### src/design/remap_config.svh
// build-wide sizes for the AW remapping unit
// the Wishbone data path is fixed at 32 bits, so page numbers must fit in 32 bits
// L1_ENTRIES must not exceed L2_ENTRIES, both powers of two

`ifndef REMAP_CONFIG_SVH
`define REMAP_CONFIG_SVH

`define REMAP_ADDR_W      32
`define REMAP_ID_W        4
`define REMAP_USER_W      2

// 4 KiB pages
`define REMAP_PAGE_BITS   12

`define REMAP_L1_ENTRIES  4
`define REMAP_L2_ENTRIES  16

`endif
### src/design/axi_aw_pkg.sv
// AXI4 write-address channel field types
// valid and ready are kept out of aw_chan_t and travel as separate wires

package axi_aw_pkg;

  `include "remap_config.svh"

  typedef logic [7:0]                 len_t;
  typedef logic [2:0]                 size_t;
  typedef logic [1:0]                 burst_t;
  typedef logic [3:0]                 cache_t;
  typedef logic [2:0]                 prot_t;
  typedef logic [3:0]                 qos_t;
  typedef logic [3:0]                 region_t;
  typedef logic [`REMAP_ID_W-1:0]     id_t;
  typedef logic [`REMAP_USER_W-1:0]   user_t;
  typedef logic [`REMAP_ADDR_W-1:0]   addr_t;

  typedef struct packed {
    id_t     id;
    addr_t   addr;
    len_t    len;
    size_t   size;
    burst_t  burst;
    logic    lock;
    cache_t  cache;
    prot_t   prot;
    qos_t    qos;
    region_t region;
    user_t   user;
  } aw_chan_t;

endpackage

### src/design/remap_pkg.sv
// translation table types and the shared translation rule
// an entry covers the pages first_page..last_page, both ends included

package remap_pkg;

  `include "remap_config.svh"
  import axi_aw_pkg::*;

  typedef logic [`REMAP_ADDR_W-`REMAP_PAGE_BITS-1:0] page_t;

  typedef struct packed {
    logic  valid;
    page_t first_page;
    page_t last_page;
    page_t phys_page;
  } tlb_entry_t;

  // word 0 first page, 1 last page, 2 physical page, 3 flags (bit 0 valid)
  typedef struct packed {
    logic                                 we;
    logic                                 sel_l2;
    logic [$clog2(`REMAP_L2_ENTRIES)-1:0] idx;
    logic [1:0]                           word;
    logic [31:0]                          data;
  } tbl_write_t;

  typedef struct packed {
    logic  hit;
    addr_t addr;
  } xlate_t;

  typedef struct packed {
    logic  valid;
    id_t   id;
    addr_t addr;
  } miss_t;

  function automatic logic entry_hit(tlb_entry_t e, addr_t a);
    page_t pg;
    pg = a[`REMAP_ADDR_W-1:`REMAP_PAGE_BITS];
    return e.valid && (pg >= e.first_page) && (pg <= e.last_page);
  endfunction

  // the page offset passes through untouched
  function automatic addr_t entry_xlate(tlb_entry_t e, addr_t a);
    page_t pg;
    page_t phys;
    pg   = a[`REMAP_ADDR_W-1:`REMAP_PAGE_BITS];
    phys = e.phys_page + (pg - e.first_page);
    return {phys, a[`REMAP_PAGE_BITS-1:0]};
  endfunction

endpackage

### src/design/aw_remap_top.sv
// AW address remapping unit with a 4-entry L1 and a 16-entry L2 table
// only the AW channel is handled, W and B must be routed outside
// tables are written over Wishbone and start out all invalid

`timescale 1ns/1ps

module aw_remap_top
  import axi_aw_pkg::*;
  import remap_pkg::*;
(
  input  logic        axi4_aclk,
  input  logic        axi4_arstn,
  input  logic        cfg_cyc_i,
  input  logic        cfg_stb_i,
  input  logic        cfg_we_i,
  input  logic [8:0]  cfg_adr_i,
  input  logic [31:0] cfg_dat_i,
  output logic        cfg_ack_o,
  output logic [31:0] cfg_dat_o,
  input  logic        s_aw_valid_i,
  input  aw_chan_t    s_aw_i,
  output logic        s_aw_ready_o,
  output logic        m_aw_valid_o,
  output aw_chan_t    m_aw_o,
  input  logic        m_aw_ready_i,
  output miss_t       miss_o
);

  tbl_write_t tbl_wr;
  xlate_t     l1_xlate;
  xlate_t     l2_xlate;
  logic       l2_req;
  logic       l2_busy;
  logic       l2_result_valid;

  remap_cfg_wb cfg_wb_i (
    .axi4_aclk  (axi4_aclk),
    .axi4_arstn (axi4_arstn),
    .cfg_cyc_i  (cfg_cyc_i),
    .cfg_stb_i  (cfg_stb_i),
    .cfg_we_i   (cfg_we_i),
    .cfg_adr_i  (cfg_adr_i),
    .cfg_dat_i  (cfg_dat_i),
    .cfg_ack_o  (cfg_ack_o),
    .cfg_dat_o  (cfg_dat_o),
    .tbl_wr_o   (tbl_wr)
  );

  l1_tlb l1_tlb_i (
    .axi4_aclk  (axi4_aclk),
    .axi4_arstn (axi4_arstn),
    .tbl_wr_i   (tbl_wr),
    .addr_i     (s_aw_i.addr),
    .xlate_o    (l1_xlate)
  );

  // L2 latches the slave address in the cycle the sender parks the beat
  l2_tlb l2_tlb_i (
    .axi4_aclk      (axi4_aclk),
    .axi4_arstn     (axi4_arstn),
    .tbl_wr_i       (tbl_wr),
    .req_i          (l2_req),
    .addr_i         (s_aw_i.addr),
    .busy_o         (l2_busy),
    .result_valid_o (l2_result_valid),
    .xlate_o        (l2_xlate)
  );

  aw_sender aw_sender_i (
    .axi4_aclk         (axi4_aclk),
    .axi4_arstn        (axi4_arstn),
    .s_aw_valid_i      (s_aw_valid_i),
    .s_aw_i            (s_aw_i),
    .s_aw_ready_o      (s_aw_ready_o),
    .l1_xlate_i        (l1_xlate),
    .l2_req_o          (l2_req),
    .l2_busy_i         (l2_busy),
    .l2_result_valid_i (l2_result_valid),
    .l2_xlate_i        (l2_xlate),
    .m_aw_valid_o      (m_aw_valid_o),
    .m_aw_o            (m_aw_o),
    .m_aw_ready_i      (m_aw_ready_i),
    .miss_o            (miss_o)
  );

endmodule

### src/design/aw_sender.sv
// merges L1 and L2 results onto the master AW channel
// a single parking slot holds one L1 miss while L2 searches
// an L1 hit may overtake a parked beat, so order between ids is not kept
// a beat that misses both tables is dropped and shows up on miss_o only

`timescale 1ns/1ps
`include "remap_config.svh"

module aw_sender
  import axi_aw_pkg::*;
  import remap_pkg::*;
(
  input  logic     axi4_aclk,
  input  logic     axi4_arstn,
  input  logic     s_aw_valid_i,
  input  aw_chan_t s_aw_i,
  output logic     s_aw_ready_o,
  input  xlate_t   l1_xlate_i,
  output logic     l2_req_o,
  input  logic     l2_busy_i,
  input  logic     l2_result_valid_i,
  input  xlate_t   l2_xlate_i,
  output logic     m_aw_valid_o,
  output aw_chan_t m_aw_o,
  input  logic     m_aw_ready_i,
  output miss_t    miss_o
);

  typedef enum logic [1:0] {
    st_free,
    st_wait,
    st_send
  } slot_state_e;

  slot_state_e state_q;
  aw_chan_t    slot_q;
  aw_chan_t    l1_beat;
  logic        slot_free;
  logic        save;
  logic        l2_sending;
  logic        l1_owns_q;

  // an L1 beat stalled on the master port keeps the port until it is taken
  assign l2_sending = (state_q == st_send) & ~l1_owns_q;
  assign slot_free  = (state_q == st_free) & ~l2_busy_i;
  assign save       = s_aw_valid_i & ~l1_xlate_i.hit & slot_free;

  always_comb begin
    l1_beat      = s_aw_i;
    l1_beat.addr = l1_xlate_i.addr;
  end

  assign m_aw_valid_o = l2_sending | (s_aw_valid_i & l1_xlate_i.hit);
  assign m_aw_o       = l2_sending ? slot_q : l1_beat;
  assign s_aw_ready_o = l1_xlate_i.hit ? (m_aw_ready_i & ~l2_sending) : slot_free;
  assign l2_req_o     = save;

  always_ff @(posedge axi4_aclk or negedge axi4_arstn) begin
    if (!axi4_arstn) begin
      l1_owns_q <= 1'b0;
    end else begin
      l1_owns_q <= m_aw_valid_o & ~m_aw_ready_i & ~l2_sending;
    end
  end

  always_ff @(posedge axi4_aclk or negedge axi4_arstn) begin
    if (!axi4_arstn) begin
      state_q <= st_free;
    end else begin
      case (state_q)
        st_free: if (save) state_q <= st_wait;
        st_wait: begin
          if (l2_result_valid_i) begin
            state_q <= l2_xlate_i.hit ? st_send : st_free;
          end
        end
        st_send: if (l2_sending && m_aw_ready_i) state_q <= st_free;
        default: state_q <= st_free;
      endcase
    end
  end

  // the parked beat keeps its virtual address until L2 answers with a hit
  always_ff @(posedge axi4_aclk) begin
    if (save) begin
      slot_q <= s_aw_i;
    end else if ((state_q == st_wait) && l2_result_valid_i && l2_xlate_i.hit) begin
      slot_q.addr <= l2_xlate_i.addr;
    end
  end

  assign miss_o.valid = (state_q == st_wait) & l2_result_valid_i & ~l2_xlate_i.hit;
  assign miss_o.id    = slot_q.id;
  assign miss_o.addr  = slot_q.addr;

  m_aw_stable: assert property (@(posedge axi4_aclk) disable iff (!axi4_arstn)
    m_aw_valid_o && !m_aw_ready_i |=> m_aw_valid_o && $stable(m_aw_o));

endmodule

### src/design/l2_tlb.sv
// second-level table, searched one entry per clock from index 0
// only one request may be in flight, req_i while busy is not allowed
// result_valid_o comes 1 to L2_ENTRIES cycles after req_i

`timescale 1ns/1ps
`include "remap_config.svh"

module l2_tlb
  import axi_aw_pkg::*;
  import remap_pkg::*;
(
  input  logic       axi4_aclk,
  input  logic       axi4_arstn,
  input  tbl_write_t tbl_wr_i,
  input  logic       req_i,
  input  addr_t      addr_i,
  output logic       busy_o,
  output logic       result_valid_o,
  output xlate_t     xlate_o
);

  localparam int unsigned N     = `REMAP_L2_ENTRIES;
  localparam int unsigned IDX_W = $clog2(N);

  logic       valid_q [N];
  page_t      first_q [N];
  page_t      last_q  [N];
  page_t      phys_q  [N];
  logic       busy_q;
  logic [IDX_W-1:0] ptr_q;
  addr_t      addr_q;
  tlb_entry_t cur_entry;
  logic       cur_hit;
  logic       last_entry;
  logic       wr_en;

  assign wr_en = tbl_wr_i.we && tbl_wr_i.sel_l2;

  always_ff @(posedge axi4_aclk or negedge axi4_arstn) begin
    if (!axi4_arstn) begin
      for (int i = 0; i < N; i++) begin
        valid_q[i] <= 1'b0;
      end
    end else if (wr_en && (tbl_wr_i.word == 2'd3)) begin
      valid_q[tbl_wr_i.idx] <= tbl_wr_i.data[0];
    end
  end

  always_ff @(posedge axi4_aclk) begin
    if (wr_en) begin
      case (tbl_wr_i.word)
        2'd0:    first_q[tbl_wr_i.idx] <= tbl_wr_i.data[$bits(page_t)-1:0];
        2'd1:    last_q[tbl_wr_i.idx]  <= tbl_wr_i.data[$bits(page_t)-1:0];
        2'd2:    phys_q[tbl_wr_i.idx]  <= tbl_wr_i.data[$bits(page_t)-1:0];
        default: ;
      endcase
    end
  end

  assign cur_entry  = '{valid: valid_q[ptr_q], first_page: first_q[ptr_q],
                        last_page: last_q[ptr_q], phys_page: phys_q[ptr_q]};
  assign cur_hit    = entry_hit(cur_entry, addr_q);
  assign last_entry = (ptr_q == IDX_W'(N - 1));

  // the walk ends on the first hit or after the last entry has been checked
  always_ff @(posedge axi4_aclk or negedge axi4_arstn) begin
    if (!axi4_arstn) begin
      busy_q <= 1'b0;
      ptr_q  <= '0;
    end else if (req_i) begin
      busy_q <= 1'b1;
      ptr_q  <= '0;
    end else if (busy_q) begin
      if (cur_hit || last_entry) begin
        busy_q <= 1'b0;
      end else begin
        ptr_q <= ptr_q + 1'b1;
      end
    end
  end

  always_ff @(posedge axi4_aclk) begin
    if (req_i) begin
      addr_q <= addr_i;
    end
  end

  assign busy_o         = busy_q;
  assign result_valid_o = busy_q & (cur_hit | last_entry);
  assign xlate_o.hit    = busy_q & cur_hit;
  assign xlate_o.addr   = entry_xlate(cur_entry, addr_q);

  no_req_while_busy: assert property (@(posedge axi4_aclk) disable iff (!axi4_arstn)
    req_i |-> !busy_o);

endmodule

### src/design/l1_tlb.sv
// first-level table, fully associative, answers in the same cycle
// writes with an entry index beyond the table size are ignored
// on overlapping entries the lowest index wins

`timescale 1ns/1ps
`include "remap_config.svh"

module l1_tlb
  import axi_aw_pkg::*;
  import remap_pkg::*;
(
  input  logic       axi4_aclk,
  input  logic       axi4_arstn,
  input  tbl_write_t tbl_wr_i,
  input  addr_t      addr_i,
  output xlate_t     xlate_o
);

  localparam int unsigned N     = `REMAP_L1_ENTRIES;
  localparam int unsigned IDX_W = $clog2(N);

  logic       valid_q [N];
  page_t      first_q [N];
  page_t      last_q  [N];
  page_t      phys_q  [N];
  tlb_entry_t entry   [N];
  logic       wr_en;
  logic [IDX_W-1:0] wr_idx;

  assign wr_en  = tbl_wr_i.we && !tbl_wr_i.sel_l2 && (tbl_wr_i.idx < N);
  assign wr_idx = tbl_wr_i.idx[IDX_W-1:0];

  // flags word, bit 0 is the only one used
  always_ff @(posedge axi4_aclk or negedge axi4_arstn) begin
    if (!axi4_arstn) begin
      for (int i = 0; i < N; i++) begin
        valid_q[i] <= 1'b0;
      end
    end else if (wr_en && (tbl_wr_i.word == 2'd3)) begin
      valid_q[wr_idx] <= tbl_wr_i.data[0];
    end
  end

  always_ff @(posedge axi4_aclk) begin
    if (wr_en) begin
      case (tbl_wr_i.word)
        2'd0:    first_q[wr_idx] <= tbl_wr_i.data[$bits(page_t)-1:0];
        2'd1:    last_q[wr_idx]  <= tbl_wr_i.data[$bits(page_t)-1:0];
        2'd2:    phys_q[wr_idx]  <= tbl_wr_i.data[$bits(page_t)-1:0];
        default: ;
      endcase
    end
  end

  always_comb begin
    for (int i = 0; i < N; i++) begin
      entry[i] = '{valid: valid_q[i], first_page: first_q[i],
                   last_page: last_q[i], phys_page: phys_q[i]};
    end
  end

  // scan from the top so that the lowest hitting index is the last to assign
  always_comb begin
    xlate_o = '0;
    for (int i = N - 1; i >= 0; i--) begin
      if (entry_hit(entry[i], addr_i)) begin
        xlate_o.hit  = 1'b1;
        xlate_o.addr = entry_xlate(entry[i], addr_i);
      end
    end
  end

endmodule

### src/design/remap_cfg_wb.sv
// Wishbone classic slave for the translation tables that handles single transfers only
// reads are acknowledged with zero data and there is no table readback
// the master must hold cyc and stb until ack

`timescale 1ns/1ps
`include "remap_config.svh"

module remap_cfg_wb
  import remap_pkg::*;
(
  input  logic        axi4_aclk,
  input  logic        axi4_arstn,
  input  logic        cfg_cyc_i,
  input  logic        cfg_stb_i,
  input  logic        cfg_we_i,
  input  logic [8:0]  cfg_adr_i,
  input  logic [31:0] cfg_dat_i,
  output logic        cfg_ack_o,
  output logic [31:0] cfg_dat_o,
  output tbl_write_t  tbl_wr_o
);

  logic                                 strobe;
  logic                                 ack_q;
  logic                                 wr_we_q;
  logic                                 sel_l2_q;
  logic [$clog2(`REMAP_L2_ENTRIES)-1:0] idx_q;
  logic [1:0]                           word_q;
  logic [31:0]                          data_q;

  // a new transfer starts only when no ack is pending, so ack lasts one cycle
  assign strobe = cfg_cyc_i & cfg_stb_i & ~ack_q;

  always_ff @(posedge axi4_aclk or negedge axi4_arstn) begin
    if (!axi4_arstn) begin
      ack_q   <= 1'b0;
      wr_we_q <= 1'b0;
    end else begin
      ack_q   <= strobe;
      wr_we_q <= strobe & cfg_we_i;
    end
  end

  // the decoded write fields are only meaningful while wr_we_q is high
  always_ff @(posedge axi4_aclk) begin
    if (strobe) begin
      sel_l2_q <= cfg_adr_i[8];
      idx_q    <= cfg_adr_i[7:4];
      word_q   <= cfg_adr_i[3:2];
      data_q   <= cfg_dat_i;
    end
  end

  assign cfg_ack_o = ack_q;
  assign cfg_dat_o = 32'h0;
  assign tbl_wr_o  = '{we: wr_we_q, sel_l2: sel_l2_q, idx: idx_q, word: word_q, data: data_q};

  // the master keeps cyc and stb up until the ack arrives
  stb_held_until_ack: assert property (@(posedge axi4_aclk) disable iff (!axi4_arstn)
    cfg_cyc_i && cfg_stb_i && !cfg_ack_o |=> cfg_cyc_i && cfg_stb_i);

endmodule

### config.mk
export PLATFORM = sky130hd
export DESIGN_NAME = aw_remap_top
export DESIGN_NICKNAME = d
export VERILOG_FILES = /design/src/design/axi_aw_pkg.sv /design/src/design/remap_pkg.sv /design/src/design/aw_remap_top.sv /design/src/design/aw_sender.sv /design/src/design/l2_tlb.sv /design/src/design/l1_tlb.sv /design/src/design/remap_cfg_wb.sv
export VERILOG_INCLUDE_DIRS = /design/src /design/src/design
export SDC_FILE = /design/constraint.sdc
export NUM_CORES = 2
export LEC_CHECK = 0
export ABC_AREA = 1
export ABC_CLOCK_PERIOD_IN_PS = 10100
export BUFFER_PORTS_ARGS = -buffer_cell sky130_fd_sc_hd__buf_2
export CORE_MARGIN = 5
export CORE_UTILIZATION = 40
export CTS_CLUSTER_DIAMETER = 100
export CTS_CLUSTER_SIZE = 24
export DETAILED_ROUTE_END_ITERATION = 12
export GPL_TIMING_DRIVEN = 0
export PLACE_DENSITY_LB_ADDON = 0.15
export SYNTH_ARGS = -nofsm -noshare
export SYNTH_HDL_FRONTEND = slang
export SYNTH_HIERARCHICAL = 1
export SYNTH_SLANG_ARGS = --single-unit
### constraint.sdc
create_clock -name axi4_aclk -period 10.1 [get_ports axi4_aclk]
set_input_delay 0.505 -clock axi4_aclk [delete_from_list [all_inputs] [get_ports axi4_aclk]]
set_output_delay 0.505 -clock axi4_aclk [all_outputs]
set_load 0.005 [all_outputs]
==> results <==
- The remaining number of nets flagged by the antenna check after routing is 0.
- TritonCTS built the clock tree.
- The cell count after synthesis came out at 6008.
- The first global-routing pass estimated about 330000 um of wire.
- Entering global routing, the biggest net connects 48 pins.
- The die covers 174000 um^2.
- The largest clock skew in the final design is approximately 0.053 ns.
- The highest clock frequency the design can meet is between 150 and 200 MHz.
- The repair_antennas step left the layout with diodes totalling 0.
- The count of input and output buffers is 207.
- The clock-pin slew on the worst setup and hold paths is 0.10 ns.
- In this run the clock root is driven by a clkbuf_16.
- The reported max-cap violation count is 0.
- STA classifies the critical path endpoint as a primary output.
- Dividing the detail-routed wire length by the instance count gives 26.5 um.
- Setup repair after global routing left no endpoint under its margin.
- The synthesis-to-layout area growth is 14.7%.
- In this run the static leakage power is roughly 30 nW.
- Cells with a size suffix above 1 make up 11.6% of the layout.
- For this configuration, the core starts out at a cell density of 40.3%.
- The number of detailed-routing iterations run before antenna repair is 8.
- The pin slew with the least headroom to its limit is 1.33 ns.
- The final routed DRC violation total is 0.
- The core footprint is 165000 um^2.
- During synthesis, Yosys emitted a total of 6 warnings.
- In the global route stage, met1 resource usage came out at 33.8%.
- The critical path goes through buf_6 > buf_6 > buf_4 > buf_2 > nor2_1 > o22ai_1 > o21ai_0 > a31oi_1 > nor2_1 > ha_1 > nand2_1 > nor2_1 > nand2_1 > nor2_1 > nand4_1 > nand2_1 > nand3_1 > a21oi_1 > nor3b_1 > buf_2.
- In the global route stage, met2 resource usage came out at 44.0%.
- The worst setup path is of the reg -> out kind.
- For the finished layout, the period the worst path requires is about 6.6 ns.
- On the critical path the largest part of the delay comes from simple AND/OR/NAND/NOR gates.
- The worst-case IR drop observed on VDD is 272 uV.
- On the worst path, the slowest cell contributes a delay of 0.79 ns.
- Counting the buffers created by CTS gives 71.
- The synthesized netlist occupies a cell area of 66400 um^2.
- For this run, global-route usage on met3 was measured as 3.86%.
- The number of clock sinks is 1356.
- The worst setup path is launched from a flop.
- Along the worst path, the maximum fanout reaches 10.
- The mean number of vias per cell is between 5 and 6.
- The total global-route track usage is roughly a quarter.
- The via total after detailed routing is between 40000 and 50000.
- At the worst endpoint, the arrival time is 6.14 ns.
- Averaged over all synthesized cells, the footprint is 11.1 um^2.
- The initialized floorplan defines 149 standard-cell rows.
- The insertion delay to the later sink of the worst-skew pair is 0.73 ns.
- met2 is the most crowded layer.
- For this design, the slowest cell found on the critical path is dfrtp_1.
- The number of antenna violations at the first check in global routing came to 9.
- The routability-driven placement congestion ratio is slightly below 1.
- The via count of the first global-routing pass was 45201.
- The H-tree was split into 3 levels.
- The run finished with clean final reports.
- The placed wire-length estimate is about 170000 um.
- The max-slew headroom at the worst pin is a little under an eighth.
- Post-CTS timing repair inserted 0 buffers for setup.
- Prior to clock tree synthesis, the placed netlist has a worst setup slack of approximately 3.9 ns.
- The total count of max-transition violations in the final report is 0.
- The number of hold violations in the final report is 0.
- The worst hold path class is in -> reg.
- The maximum clock insertion buffer count is 3.
- In this run the vertical extent of the chip is ~420 um.
- The width of the chip is 418 um.
- Once routing completed, OpenROAD measured the worst setup slack at 3.45 ns.
- The total of endpoints with negative setup slack in the final report is 0.
- Together, buffers and inverters on the worst path number 5.
- The final sum of negative setup slack is 0 ns.
- The final layout net count is 7014.
- The routed wire length is between 200000 and 250000 um.
- The data required time of the critical path is 9.60 ns.
- 254 I/O pins were placed.
- The final critical path takes up 65.8% of the cycle.
- Power spread over the standard cell area amounts to 245 nW/um^2.
- For this block, the initial DRC count from the detailed router was between 4000 and 5000.
- The remaining global-route overflow is 0.
- The most numerous cell on the critical path is nor2_1.
- Overall power consumption after layout is estimated at roughly 19 mW.
==> layout make-up <==
cell class	instances	area, um^2
sequential	1356	40600
multi-input combinational	3661	21800
timing repair buffer	391	4440
fill	15216	88800
clock buffer	99	1970
clock inverter	17	249
inverter	696	2620
tap	2189	2740
buffer	326	1840
==> cell usage in the layout, fill, tap and decap left out, types with 11 or more instances in the layout <==
cell type,instances
edfxtp_1,1326
conb_1,32
clkbuf_16,74
nand2_1,839
nor2_4,26
o21ai_1,23
xnor2_1,38
a221oi_2,24
o21ai_0,542
buf_4,100
buf_16,79
a21o_1,15
a31oi_2,11
xor2_1,48
ha_1,301
buf_6,18
nor3_1,22
o221ai_1,81
nand4_1,59
clkbuf_1,145
fa_1,95
dlygate4sd3_1,76
a31oi_1,40
a22o_1,26
a21oi_1,207
buf_2,288
o22ai_1,140
nand3_1,203
buf_8,23
inv_2,21
inv_1,672
dfrtp_1,30
nor2_1,767
nor2_2,46
==> where the power goes <==
part | internal, mW | switching, mW
clock | 1.42 | 1.93
combinational | 2.57 | 6.20
sequential | 6.43 | 0.121
total | 10.4 | 8.25
==> stage by stage <==
step | utilization [%] | cells | hold WS, ns | area [um^2]
final | 46.2 | 8735 | 0.0387 | 76200
after global routing | 46.2 | 8735 | 0.0114 | 76200
after CTS | 46.2 | 8735 | 0.00481 | 76200
after detailed placement | 44.4 | 8543 | 0.541 | 73200
after global placement | 42.6 | 8435 | 0.531 | 70300
after floorplan | - | 6039 | 0.209 | 66600
==> final timing paths <==
| kind | from | end | slack, ns | depth (start not counted) |
|---|---|---|---|---|
| hold / removal | s_aw_i[41] | l2_tlb_i/addr_q[10]$_DFFE_PP_ | 0.04 | 1 |
| hold reg to reg | l2_tlb_i/valid_q[0]$_DFFE_PN0P_ | l2_tlb_i/valid_q[0]$_DFFE_PN0P_ | 0.57 | 2 |
| max in group asynchronous | axi4_arstn | l1_tlb_i/entry[182]$_DFFE_PN0P_ | 8.78 | 2 |
| min in group asynchronous | axi4_arstn | aw_sender_i/state_q[1]$_DFFE_PN0P_ | 0.58 | 2 |
| setup reg to reg | l2_tlb_i/ptr_q[0]$_DFFE_PN0P_ | aw_sender_i/miss_o[27]$_DFFE_PP_ | 3.79 | 20 |
| setup / recovery | l2_tlb_i/ptr_q[0]$_DFFE_PN0P_ | miss_o[36] | 3.45 | 20 |
==> flip-flops by register name (all words and copies together) (netlist names), 31 cells and up <==
signal and cells:
aw_sender_i/slot_q 31, l1_tlb_i/first_q 80, l2_tlb_i/phys_q 320, l1_tlb_i/phys_q 80
l1_tlb_i/last_q 80, l2_tlb_i/last_q 320, l2_tlb_i/first_q 320, aw_sender_i/miss_o 36
l2_tlb_i/addr_q 32
==> timing repair <==
action / in CTS / in global routing
resized for setup: 0 / 0
hold buffers: 76 / 0
hold endpoints to repair: 77 / 0
==> routing by layer <==
layer / up-vias / share of wire (%)
met1: 23412 / 40
met4: 2 / 4.6
met5: - / 0.0069
met2: 1842 / 48
met3: 342 / 7.1
li1: 21746 / -
No activity file was read; power rests on OpenSTA's default activity.
